File: src/include/core_cfg.svh
`ifndef CORE_CFG_SVH
`define CORE_CFG_SVH

// data path and pc width.
`define CORE_XLEN 32

// register file address width.
`define CORE_REG_AW 5

// pc of the first fetched instruction.
`define CORE_RESET_PC 32'h8000_0000

`endif
File: src/core_pkg.sv
package core_pkg;

    // command handed from decode to the commit stage.
    typedef enum logic [1:0] {
        CMD_NOP  = 2'd0,
        CMD_ADD  = 2'd1,
        CMD_HALT = 2'd2
    } exu_cmd_e;

    // immediate format selected by the decoder.
    typedef enum logic [1:0] {
        IMM_N = 2'd0,
        IMM_I = 2'd1,
        IMM_U = 2'd2
    } imm_type_e;

endpackage

File: src/core_top.sv
`timescale 1ns/100ps
`include "core_cfg.svh"

module core_top (
    input  logic                    clk,
    input  logic                    rst_n,
    input  logic                    inst_valid,
    output logic                    inst_ready,
    input  logic [`CORE_XLEN-1:0]   inst,
    output logic                    commit_valid,
    input  logic                    commit_ready,
    output logic [`CORE_XLEN-1:0]   commit_pc,
    output logic [`CORE_REG_AW-1:0] commit_rd,
    output logic [`CORE_XLEN-1:0]   commit_data,
    output logic                    commit_halt,
    output logic                    halted
);

    import core_pkg::*;

    logic                    slot_valid;
    logic                    slot_take;
    logic [`CORE_XLEN-1:0]   slot_inst;
    logic [`CORE_XLEN-1:0]   slot_pc;
    logic [`CORE_REG_AW-1:0] raddr1;
    logic [`CORE_REG_AW-1:0] raddr2;
    logic [`CORE_XLEN-1:0]   rdata1;
    logic [`CORE_XLEN-1:0]   rdata2;
    logic [`CORE_XLEN-1:0]   src1;
    logic [`CORE_XLEN-1:0]   src2;
    logic [`CORE_REG_AW-1:0] des;
    exu_cmd_e                command;
    logic                    wen;
    logic [`CORE_REG_AW-1:0] waddr;
    logic [`CORE_XLEN-1:0]   wdata;

    inst_fetch u_fetch (
        .clk        (clk),
        .rst_n      (rst_n),
        .inst_valid (inst_valid),
        .inst_ready (inst_ready),
        .inst       (inst),
        .halted     (halted),
        .slot_take  (slot_take),
        .slot_valid (slot_valid),
        .slot_inst  (slot_inst),
        .slot_pc    (slot_pc)
    );

    inst_decode u_decode (
        .inst    (slot_inst),
        .pc      (slot_pc),
        .rdata1  (rdata1),
        .rdata2  (rdata2),
        .raddr1  (raddr1),
        .raddr2  (raddr2),
        .src1    (src1),
        .src2    (src2),
        .des     (des),
        .command (command)
    );

    reg_file u_regs (
        .clk    (clk),
        .rst_n  (rst_n),
        .raddr1 (raddr1),
        .raddr2 (raddr2),
        .rdata1 (rdata1),
        .rdata2 (rdata2),
        .wen    (wen),
        .waddr  (waddr),
        .wdata  (wdata)
    );

    commit_unit u_commit (
        .clk          (clk),
        .rst_n        (rst_n),
        .slot_valid   (slot_valid),
        .slot_pc      (slot_pc),
        .slot_take    (slot_take),
        .src1         (src1),
        .src2         (src2),
        .des          (des),
        .command      (command),
        .wen          (wen),
        .waddr        (waddr),
        .wdata        (wdata),
        .halted       (halted),
        .commit_valid (commit_valid),
        .commit_ready (commit_ready),
        .commit_pc    (commit_pc),
        .commit_rd    (commit_rd),
        .commit_data  (commit_data),
        .commit_halt  (commit_halt)
    );

endmodule

File: src/commit_unit.sv
`timescale 1ns/100ps
`include "core_cfg.svh"

module commit_unit (
    input  logic                    clk,
    input  logic                    rst_n,
    input  logic                    slot_valid,
    input  logic [`CORE_XLEN-1:0]   slot_pc,
    output logic                    slot_take,
    input  logic [`CORE_XLEN-1:0]   src1,
    input  logic [`CORE_XLEN-1:0]   src2,
    input  logic [`CORE_REG_AW-1:0] des,
    input  core_pkg::exu_cmd_e      command,
    output logic                    wen,
    output logic [`CORE_REG_AW-1:0] waddr,
    output logic [`CORE_XLEN-1:0]   wdata,
    output logic                    halted,
    output logic                    commit_valid,
    input  logic                    commit_ready,
    output logic [`CORE_XLEN-1:0]   commit_pc,
    output logic [`CORE_REG_AW-1:0] commit_rd,
    output logic [`CORE_XLEN-1:0]   commit_data,
    output logic                    commit_halt
);

    import core_pkg::*;

    logic                    out_free;
    logic                    is_add;
    logic                    is_halt;
    logic [`CORE_REG_AW-1:0] rd;
    logic [`CORE_XLEN-1:0]   result;

    assign out_free  = !commit_valid || commit_ready; // empty or draining.
    assign slot_take = slot_valid && out_free && !halted;

    assign is_add  = (command == CMD_ADD);
    assign is_halt = (command == CMD_HALT);

    // nop and halt retire with rd 0 and data 0.
    assign result = is_add ? src1 + src2 : '0;
    assign rd     = is_add ? des : '0;

    assign wen   = slot_take && is_add;
    assign waddr = rd;
    assign wdata = result;

    always_ff @(posedge clk) begin
        if (!rst_n) begin
            commit_valid <= 1'b0;
            halted       <= 1'b0;
        end else begin
            if (slot_take) begin
                commit_valid <= 1'b1;
            end else if (commit_ready) begin
                commit_valid <= 1'b0;
            end
            if (slot_take && is_halt) begin
                halted <= 1'b1; // held until reset.
            end
        end
    end

    // record only loads when the output register is free.
    always_ff @(posedge clk) begin
        if (slot_take) begin
            commit_pc   <= slot_pc;
            commit_rd   <= rd;
            commit_data <= result;
            commit_halt <= is_halt;
        end
    end

endmodule

File: src/reg_file.sv
`timescale 1ns/100ps
`include "core_cfg.svh"

module reg_file (
    input  logic                    clk,
    input  logic                    rst_n,
    input  logic [`CORE_REG_AW-1:0] raddr1,
    input  logic [`CORE_REG_AW-1:0] raddr2,
    output logic [`CORE_XLEN-1:0]   rdata1,
    output logic [`CORE_XLEN-1:0]   rdata2,
    input  logic                    wen,
    input  logic [`CORE_REG_AW-1:0] waddr,
    input  logic [`CORE_XLEN-1:0]   wdata
);

    localparam int DEPTH = 2 ** `CORE_REG_AW;

    logic [`CORE_XLEN-1:0] regs [1:DEPTH-1]; // x0 has no storage.

    assign rdata1 = (raddr1 == '0) ? '0 : regs[raddr1];
    assign rdata2 = (raddr2 == '0) ? '0 : regs[raddr2];

    always_ff @(posedge clk) begin
        if (!rst_n) begin
            for (int i = 1; i < DEPTH; i++) begin
                regs[i] <= '0;
            end
        end else if (wen && waddr != '0) begin
            regs[waddr] <= wdata;
        end
    end

endmodule

File: src/inst_decode.sv
`timescale 1ns/100ps
`include "core_cfg.svh"

module inst_decode (
    input  logic [`CORE_XLEN-1:0]   inst,
    input  logic [`CORE_XLEN-1:0]   pc,
    input  logic [`CORE_XLEN-1:0]   rdata1,
    input  logic [`CORE_XLEN-1:0]   rdata2,
    output logic [`CORE_REG_AW-1:0] raddr1,
    output logic [`CORE_REG_AW-1:0] raddr2,
    output logic [`CORE_XLEN-1:0]   src1,
    output logic [`CORE_XLEN-1:0]   src2,
    output logic [`CORE_REG_AW-1:0] des,
    output core_pkg::exu_cmd_e      command
);

    import core_pkg::*;

    typedef enum logic [6:0] {
        OP_IMM   = 7'b00100_11,
        OP_AUIPC = 7'b00101_11,
        OP_LUI   = 7'b01101_11,
        OP_REG   = 7'b01100_11,
        OP_SYS   = 7'b11100_11
    } opcode_e;

    opcode_e               opcode;
    logic [2:0]            funct3;
    logic [6:0]            funct7;
    logic                  reg1_ren;
    logic                  reg2_ren;
    logic                  wreg_wen;
    imm_type_e             imm_type;
    logic [`CORE_XLEN-1:0] imm;

    assign opcode = opcode_e'(inst[6:0]);
    assign funct3 = inst[14:12];
    assign funct7 = inst[31:25];

    // unused read ports stay on x0.
    assign raddr1 = reg1_ren ? inst[19:15] : '0;
    assign raddr2 = reg2_ren ? inst[24:20] : '0;
    assign des    = wreg_wen ? inst[11:7] : '0;

    always_comb begin
        case (imm_type)
            IMM_I:   imm = {{(`CORE_XLEN-12){inst[31]}}, inst[31:20]};
            IMM_U:   imm = {inst[31:12], 12'b0};
            default: imm = '0;
        endcase
    end

    always_comb begin
        imm_type = IMM_N;
        command  = CMD_NOP;
        src1     = '0;
        src2     = '0;
        reg1_ren = 1'b0;
        reg2_ren = 1'b0;
        wreg_wen = 1'b0;
        case (opcode)
            OP_IMM: begin
                if (funct3 == 3'b000) begin // addi.
                    imm_type = IMM_I;
                    command  = CMD_ADD;
                    src1     = imm;
                    src2     = rdata1;
                    reg1_ren = 1'b1;
                    wreg_wen = 1'b1;
                end
            end
            OP_AUIPC: begin
                imm_type = IMM_U;
                command  = CMD_ADD;
                src1     = pc;
                src2     = imm;
                wreg_wen = 1'b1;
            end
            OP_LUI: begin
                imm_type = IMM_U;
                command  = CMD_ADD;
                src2     = imm; // src1 stays zero.
                wreg_wen = 1'b1;
            end
            OP_REG: begin
                if (funct3 == 3'b000 && funct7 == 7'b0000000) begin // add.
                    command  = CMD_ADD;
                    src1     = rdata1;
                    src2     = rdata2;
                    reg1_ren = 1'b1;
                    reg2_ren = 1'b1;
                    wreg_wen = 1'b1;
                end
            end
            OP_SYS: begin
                // only the exact ebreak word halts.
                if (inst[31:7] == 25'h0002000) begin
                    command = CMD_HALT;
                end
            end
            default: begin
                command = CMD_NOP;
            end
        endcase
    end

endmodule

File: src/inst_fetch.sv
`timescale 1ns/100ps
`include "core_cfg.svh"

module inst_fetch (
    input  logic                  clk,
    input  logic                  rst_n,
    input  logic                  inst_valid,
    output logic                  inst_ready,
    input  logic [`CORE_XLEN-1:0] inst,
    input  logic                  halted,
    input  logic                  slot_take,
    output logic                  slot_valid,
    output logic [`CORE_XLEN-1:0] slot_inst,
    output logic [`CORE_XLEN-1:0] slot_pc
);

    localparam logic [`CORE_XLEN-1:0] PC_STEP = 4;

    logic [`CORE_XLEN-1:0] pc;
    logic                  fetch_en; // stays low for one cycle after reset.
    logic                  accept;

    // the slot frees up in the same cycle that commit takes it.
    assign inst_ready = fetch_en && !halted && (!slot_valid || slot_take);
    assign accept     = inst_valid && inst_ready;

    always_ff @(posedge clk) begin
        if (!rst_n) begin
            pc         <= `CORE_RESET_PC;
            fetch_en   <= 1'b0;
            slot_valid <= 1'b0;
        end else begin
            fetch_en <= 1'b1;
            if (accept) begin
                pc         <= pc + PC_STEP;
                slot_valid <= 1'b1;
            end else if (slot_take) begin
                slot_valid <= 1'b0;
            end
        end
    end

    always_ff @(posedge clk) begin
        if (accept) begin
            slot_inst <= inst;
            slot_pc   <= pc; // pc of the word just accepted.
        end
    end

endmodule

File: config.mk
export PLATFORM = sky130hd
export DESIGN_NAME = core_top
export DESIGN_NICKNAME = d
export VERILOG_FILES = /design/src/core_pkg.sv /design/src/core_top.sv /design/src/commit_unit.sv /design/src/reg_file.sv /design/src/inst_decode.sv /design/src/inst_fetch.sv
export VERILOG_INCLUDE_DIRS = /design/src /design/src/include
export SDC_FILE = /design/constraint.sdc
export NUM_CORES = 2
export LEC_CHECK = 0
export BUFFER_PORTS_ARGS = -buffer_cell sky130_fd_sc_hd__buf_2
export CORE_MARGIN = 5
export CORE_UTILIZATION = 35
export CTS_CLUSTER_DIAMETER = 150
export DETAILED_ROUTE_END_ITERATION = 6
export PLACE_DENSITY = 0.54
export SETUP_SLACK_MARGIN = 0.02
export SYNTH_ARGS = -nofsm -noshare
export SYNTH_HDL_FRONTEND = slang
export SYNTH_SLANG_ARGS = --single-unit
File: constraint.sdc
create_clock -name clk -period 10.8 [get_ports clk]
set_input_delay 2.16 -clock clk [delete_from_list [all_inputs] [get_ports clk]]
set_output_delay 2.16 -clock clk [all_outputs]
set_load 0.005 [all_outputs]
==> impl_metrics.env <==
export IMPL_grt_pass1_wl_um=397000
export IMPL_path_max_fanout=32
export IMPL_place_area_um2=65860
export IMPL_initial_core_util_pct=35.08
export IMPL_htree_levels=4
export IMPL_place_inst=8455
export IMPL_wl_per_cell_um=33.11
export IMPL_cts_tree="done"
export IMPL_total_leakage_power_nw=24.70
export IMPL_setup_ws_ns=1.812
export IMPL_post_cts_buffers=0
export IMPL_worstRegToRegCells=21
export IMPL_num_rows=155
export IMPL_yosys_most_used_dff="edfxtp_1"
export IMPL_hp_class="flip-flop to flip-flop"
export IMPL_ys_async_sr_fraction_pct=0
export IMPL_dp_hpwl_um=177100
export IMPL_area_growth_pct=12.69
export IMPL_endpoint="u_regs.regs[21][30]$_SDFFCE_PN0P_"
export IMPL_final_setup_tns_ns=0
export IMPL_r2r_start="u_fetch.slot_inst[28]$_DFFE_PP_"
export IMPL_r2r_slack_ns=1.81
export IMPL_wl_met1_um=110900
export IMPL_final_seq_area_um2=35330
export IMPL_nets=6309
export IMPL_synth_distinct_cells=85
export IMPL_core_area_um2=177800
export IMPL_track_usage_pct=29.79
export IMPL_die_h_um=432.2
export IMPL_fmax_mhz=111.3
export IMPL_syn_cell_area_um2=62390
export IMPL_violations="DRC"
export IMPL_drive_gt1_share_pct=11.00
export IMPL_met3RoutedLength_um=38580
export IMPL_seq_power_share_pct=50.5
export IMPL_yosysWarningCount=0
export IMPL_critPathRequiredTime_ns=11.28
export IMPL_rsz0062_at_grt="false"
export IMPL_status="finished, violations left"
export IMPL_hold_buffers=0
export IMPL_drc=2
export IMPL_power_internal_mw=8.077
export IMPL_stdcell_area_um2=70310
export IMPL_synth_edff_count=1154
export IMPL_synth_cells=6329
export IMPL_worstSetupStartpointType="flip-flop"
export IMPL_drv_slew=0
export IMPL_grt_max_degree=132
export IMPL_cts_buffer_depth=3
export IMPL_drtPass1Iterations=7
export IMPL_top_layer="met5"
export IMPL_r2r_end="u_regs.regs[21][30]$_SDFFCE_PN0P_"
export IMPL_nFillCells=17214
export IMPL_hold_viol=0
export IMPL_p_sw_share_pct=23.07
export IMPL_wirelength_um=288300
export IMPL_final_cells=8706
export IMPL_cap_violations=0
export IMPL_synth_avg_cell_area_um2=9.858
export IMPL_cts_resized_gates=0
export IMPL_portBuffers=106
export IMPL_crit_start="u_fetch.slot_inst[28]$_DFFE_PP_"
export IMPL_ant_nets=0
export IMPL_ys_ff_latch=1188
export IMPL_die_w_um=432.2
export IMPL_clkSinkCount=1188
export IMPL_p_clk_share_pct=44.7
export IMPL_critPathArrivalTime_ns=9.47
export IMPL_path_clk_slew_ns=0.06
export IMPL_wl_met2_um=120800
export IMPL_multi_input_area_um2=24960
export IMPL_yosysSeqAreaShare_pct=56.63
export IMPL_setup_viol=0
export IMPL_grt_overflow=0
export IMPL_clk_latency_ns=0.80
export IMPL_path_class="flip-flop to flip-flop"
export IMPL_grt_pass1_vias=50572
export IMPL_cellPowerDensity_nw_per_um2=149.3
export IMPL_pre_cts_ws_ns=2.272
export IMPL_dr_total_vias=54894
export IMPL_fin_crit_ns=8.988
export IMPL_post_route_period_util_pct=83.22
export IMPL_endpoint_kind="flip-flop"
export IMPL_combPwrFrac_pct=4.8
export IMPL_drt_iter0_drc=9105
export IMPL_place_congestion=1.019
export IMPL_slew_headroom_pct=8.010
export IMPL_skew_ns=0.04332
export IMPL_root_buffer="clkbuf_16"
export IMPL_via_per_inst=6.305
export IMPL_p_switching_mw=2.422
export IMPL_numCtsBuffers=136
export IMPL_tightestPinTransition_ns=1.380
export IMPL_max_vdd_ir_drop_mv=0.1645
export IMPL_dieArea_um2=186800
export IMPL_antenna_found_initial=21
export IMPL_ios=109
[worst min path at each step]
stage / from / slack [ns] / endpoint / depth (start not counted)
after floorplan: u_fetch.slot_pc[12]$_DFFE_PP_ / 0.43 / u_commit.commit_pc[12]$_DFFE_PP_ / 0
after global placement: u_fetch.pc[31]$_SDFFE_PN1P_ / 0.44 / u_fetch.slot_pc[31]$_DFFE_PP_ / 0
after detailed placement: u_fetch.pc[31]$_SDFFE_PN1P_ / 0.44 / u_fetch.slot_pc[31]$_DFFE_PP_ / 0
after CTS: u_fetch.pc[9]$_SDFFE_PN0P_ / 0.47 / u_fetch.slot_pc[9]$_DFFE_PP_ / 0
after global routing: u_fetch.pc[9]$_SDFFE_PN0P_ / 0.49 / u_fetch.slot_pc[9]$_DFFE_PP_ / 0
final: u_fetch.pc[7]$_SDFFE_PN0P_ / 0.47 / u_fetch.slot_pc[7]$_DFFE_PP_ / 0
[per-layer routing]
layer	global-route usage (%)	vias to the layer above
met5	0	-
met4	15.87	8
met3	9.529	855
met2	43.03	4170
met1	39.80	27241
li1	-	22620
[power groups by stage]
stage	Sequential, mW	Clock (mW)	Combinational, mW
finish	5.30	4.69	0.506
global placement	5.38	0	0.487
CTS	5.29	4.73	0.491
global route	5.31	4.92	0.521
floorplan	5.36	0	0.268
detailed placement	5.39	0	0.490
[Yosys cell counts (70+ instances only)]
master	n	area, um^2
a211oi_1	123	923.4
mux2i_1	280	2803
nand3_1	338	1692
nor2b_1	77	481.7
nor2_1	1303	4891
a21oi_1	262	1311
o22ai_1	86	538.0
clkbuf_1	474	1779
nand2_1	863	3239
buf_1	104	390.4
o21ai_0	264	1321
a221oi_1	70	613.1
edfxtp_1	1154	34650
and3_1	102	638.1
a31oi_1	133	832.1
[through the flow]
step	hold slack, ns	power (mW)	utilization (%)
after floorplan	0.4262	5.627	-
after global placement	0.4374	5.872	37.03
after detailed placement	0.4433	5.878	37.03
after CTS	0.4686	10.52	39.52
after global routing	0.4862	10.75	39.52
final	0.4725	10.50	39.53
[cell families after synthesis]
family | after synthesis | synth area share [%]
buf+inv | 645 | 4.059
flops | 1188 | 56.63
simple gates | 2852 | 19.28
xor+xnor | 46 | 0.6578
compound gates | 1220 | 12.77
fa+ha+maj | 35 | 0.7139
mux | 342 | 5.882
other cells | 1 | 0.006011
[critical path: stages (launching register included)]
cell and delay, ns:
edfxtp_1 0.46, or4_4 0.61, or4_4 0.65, nor2_4 0.77, buf_4 0.53, nand2_1 0.10
nand3_1 0.09, o21ai_0 0.16, a221oi_1 1.10, a221oi_1 0.31, o21ai_0 0.16, ha_1 0.30
o21ai_0 0.20, a21oi_1 0.11, o211ai_1 0.17, o31ai_1 0.24, a311oi_1 0.52, o21a_1 0.22
o21ai_0 0.15, o41ai_1 0.69, xor2_4 0.89, nor2_1 0.14
[sequential cells by signal (all words and copies together), names as in the netlist]
name	cells
u_commit.commit_data	32
u_commit.commit_halt	1
u_commit.commit_pc	30
u_commit.commit_rd	5
u_commit.commit_valid	1
u_commit.halted	1
u_fetch.fetch_en	1
u_fetch.pc	30
u_fetch.slot_inst	32
u_fetch.slot_pc	30
u_fetch.slot_valid	1
u_regs.regs	1024
[placed cells by master, fill, tap and decap left out, drive strengths merged, types with 77 or more instances in the layout]
cell / instances
a31oi: 134
o22ai: 86
a21oi: 263
nand3: 340
edfxtp: 1154
buf: 331
clkbuf: 178
nor2: 1333
mux2i: 280
and3: 102
nor2b: 77
nand2: 863
a211oi: 123
o21ai: 267
[area by class of cell]
| cell class | count | area share, % |
|---|---|---|
| Inverter | 52 | 0.2776 |
| Sequential cell | 1188 | 50.26 |
| Multi-Input combinational cell | 4529 | 35.50 |
| Clock inverter | 65 | 0.9663 |
| Clock buffer | 178 | 5.335 |
| Antenna cell | 8 | 0.02847 |
| Timing Repair Buffer | 331 | 3.442 |
| Tap cell | 2355 | 4.191 |
No activity file was read; power rests on OpenSTA's default activity.
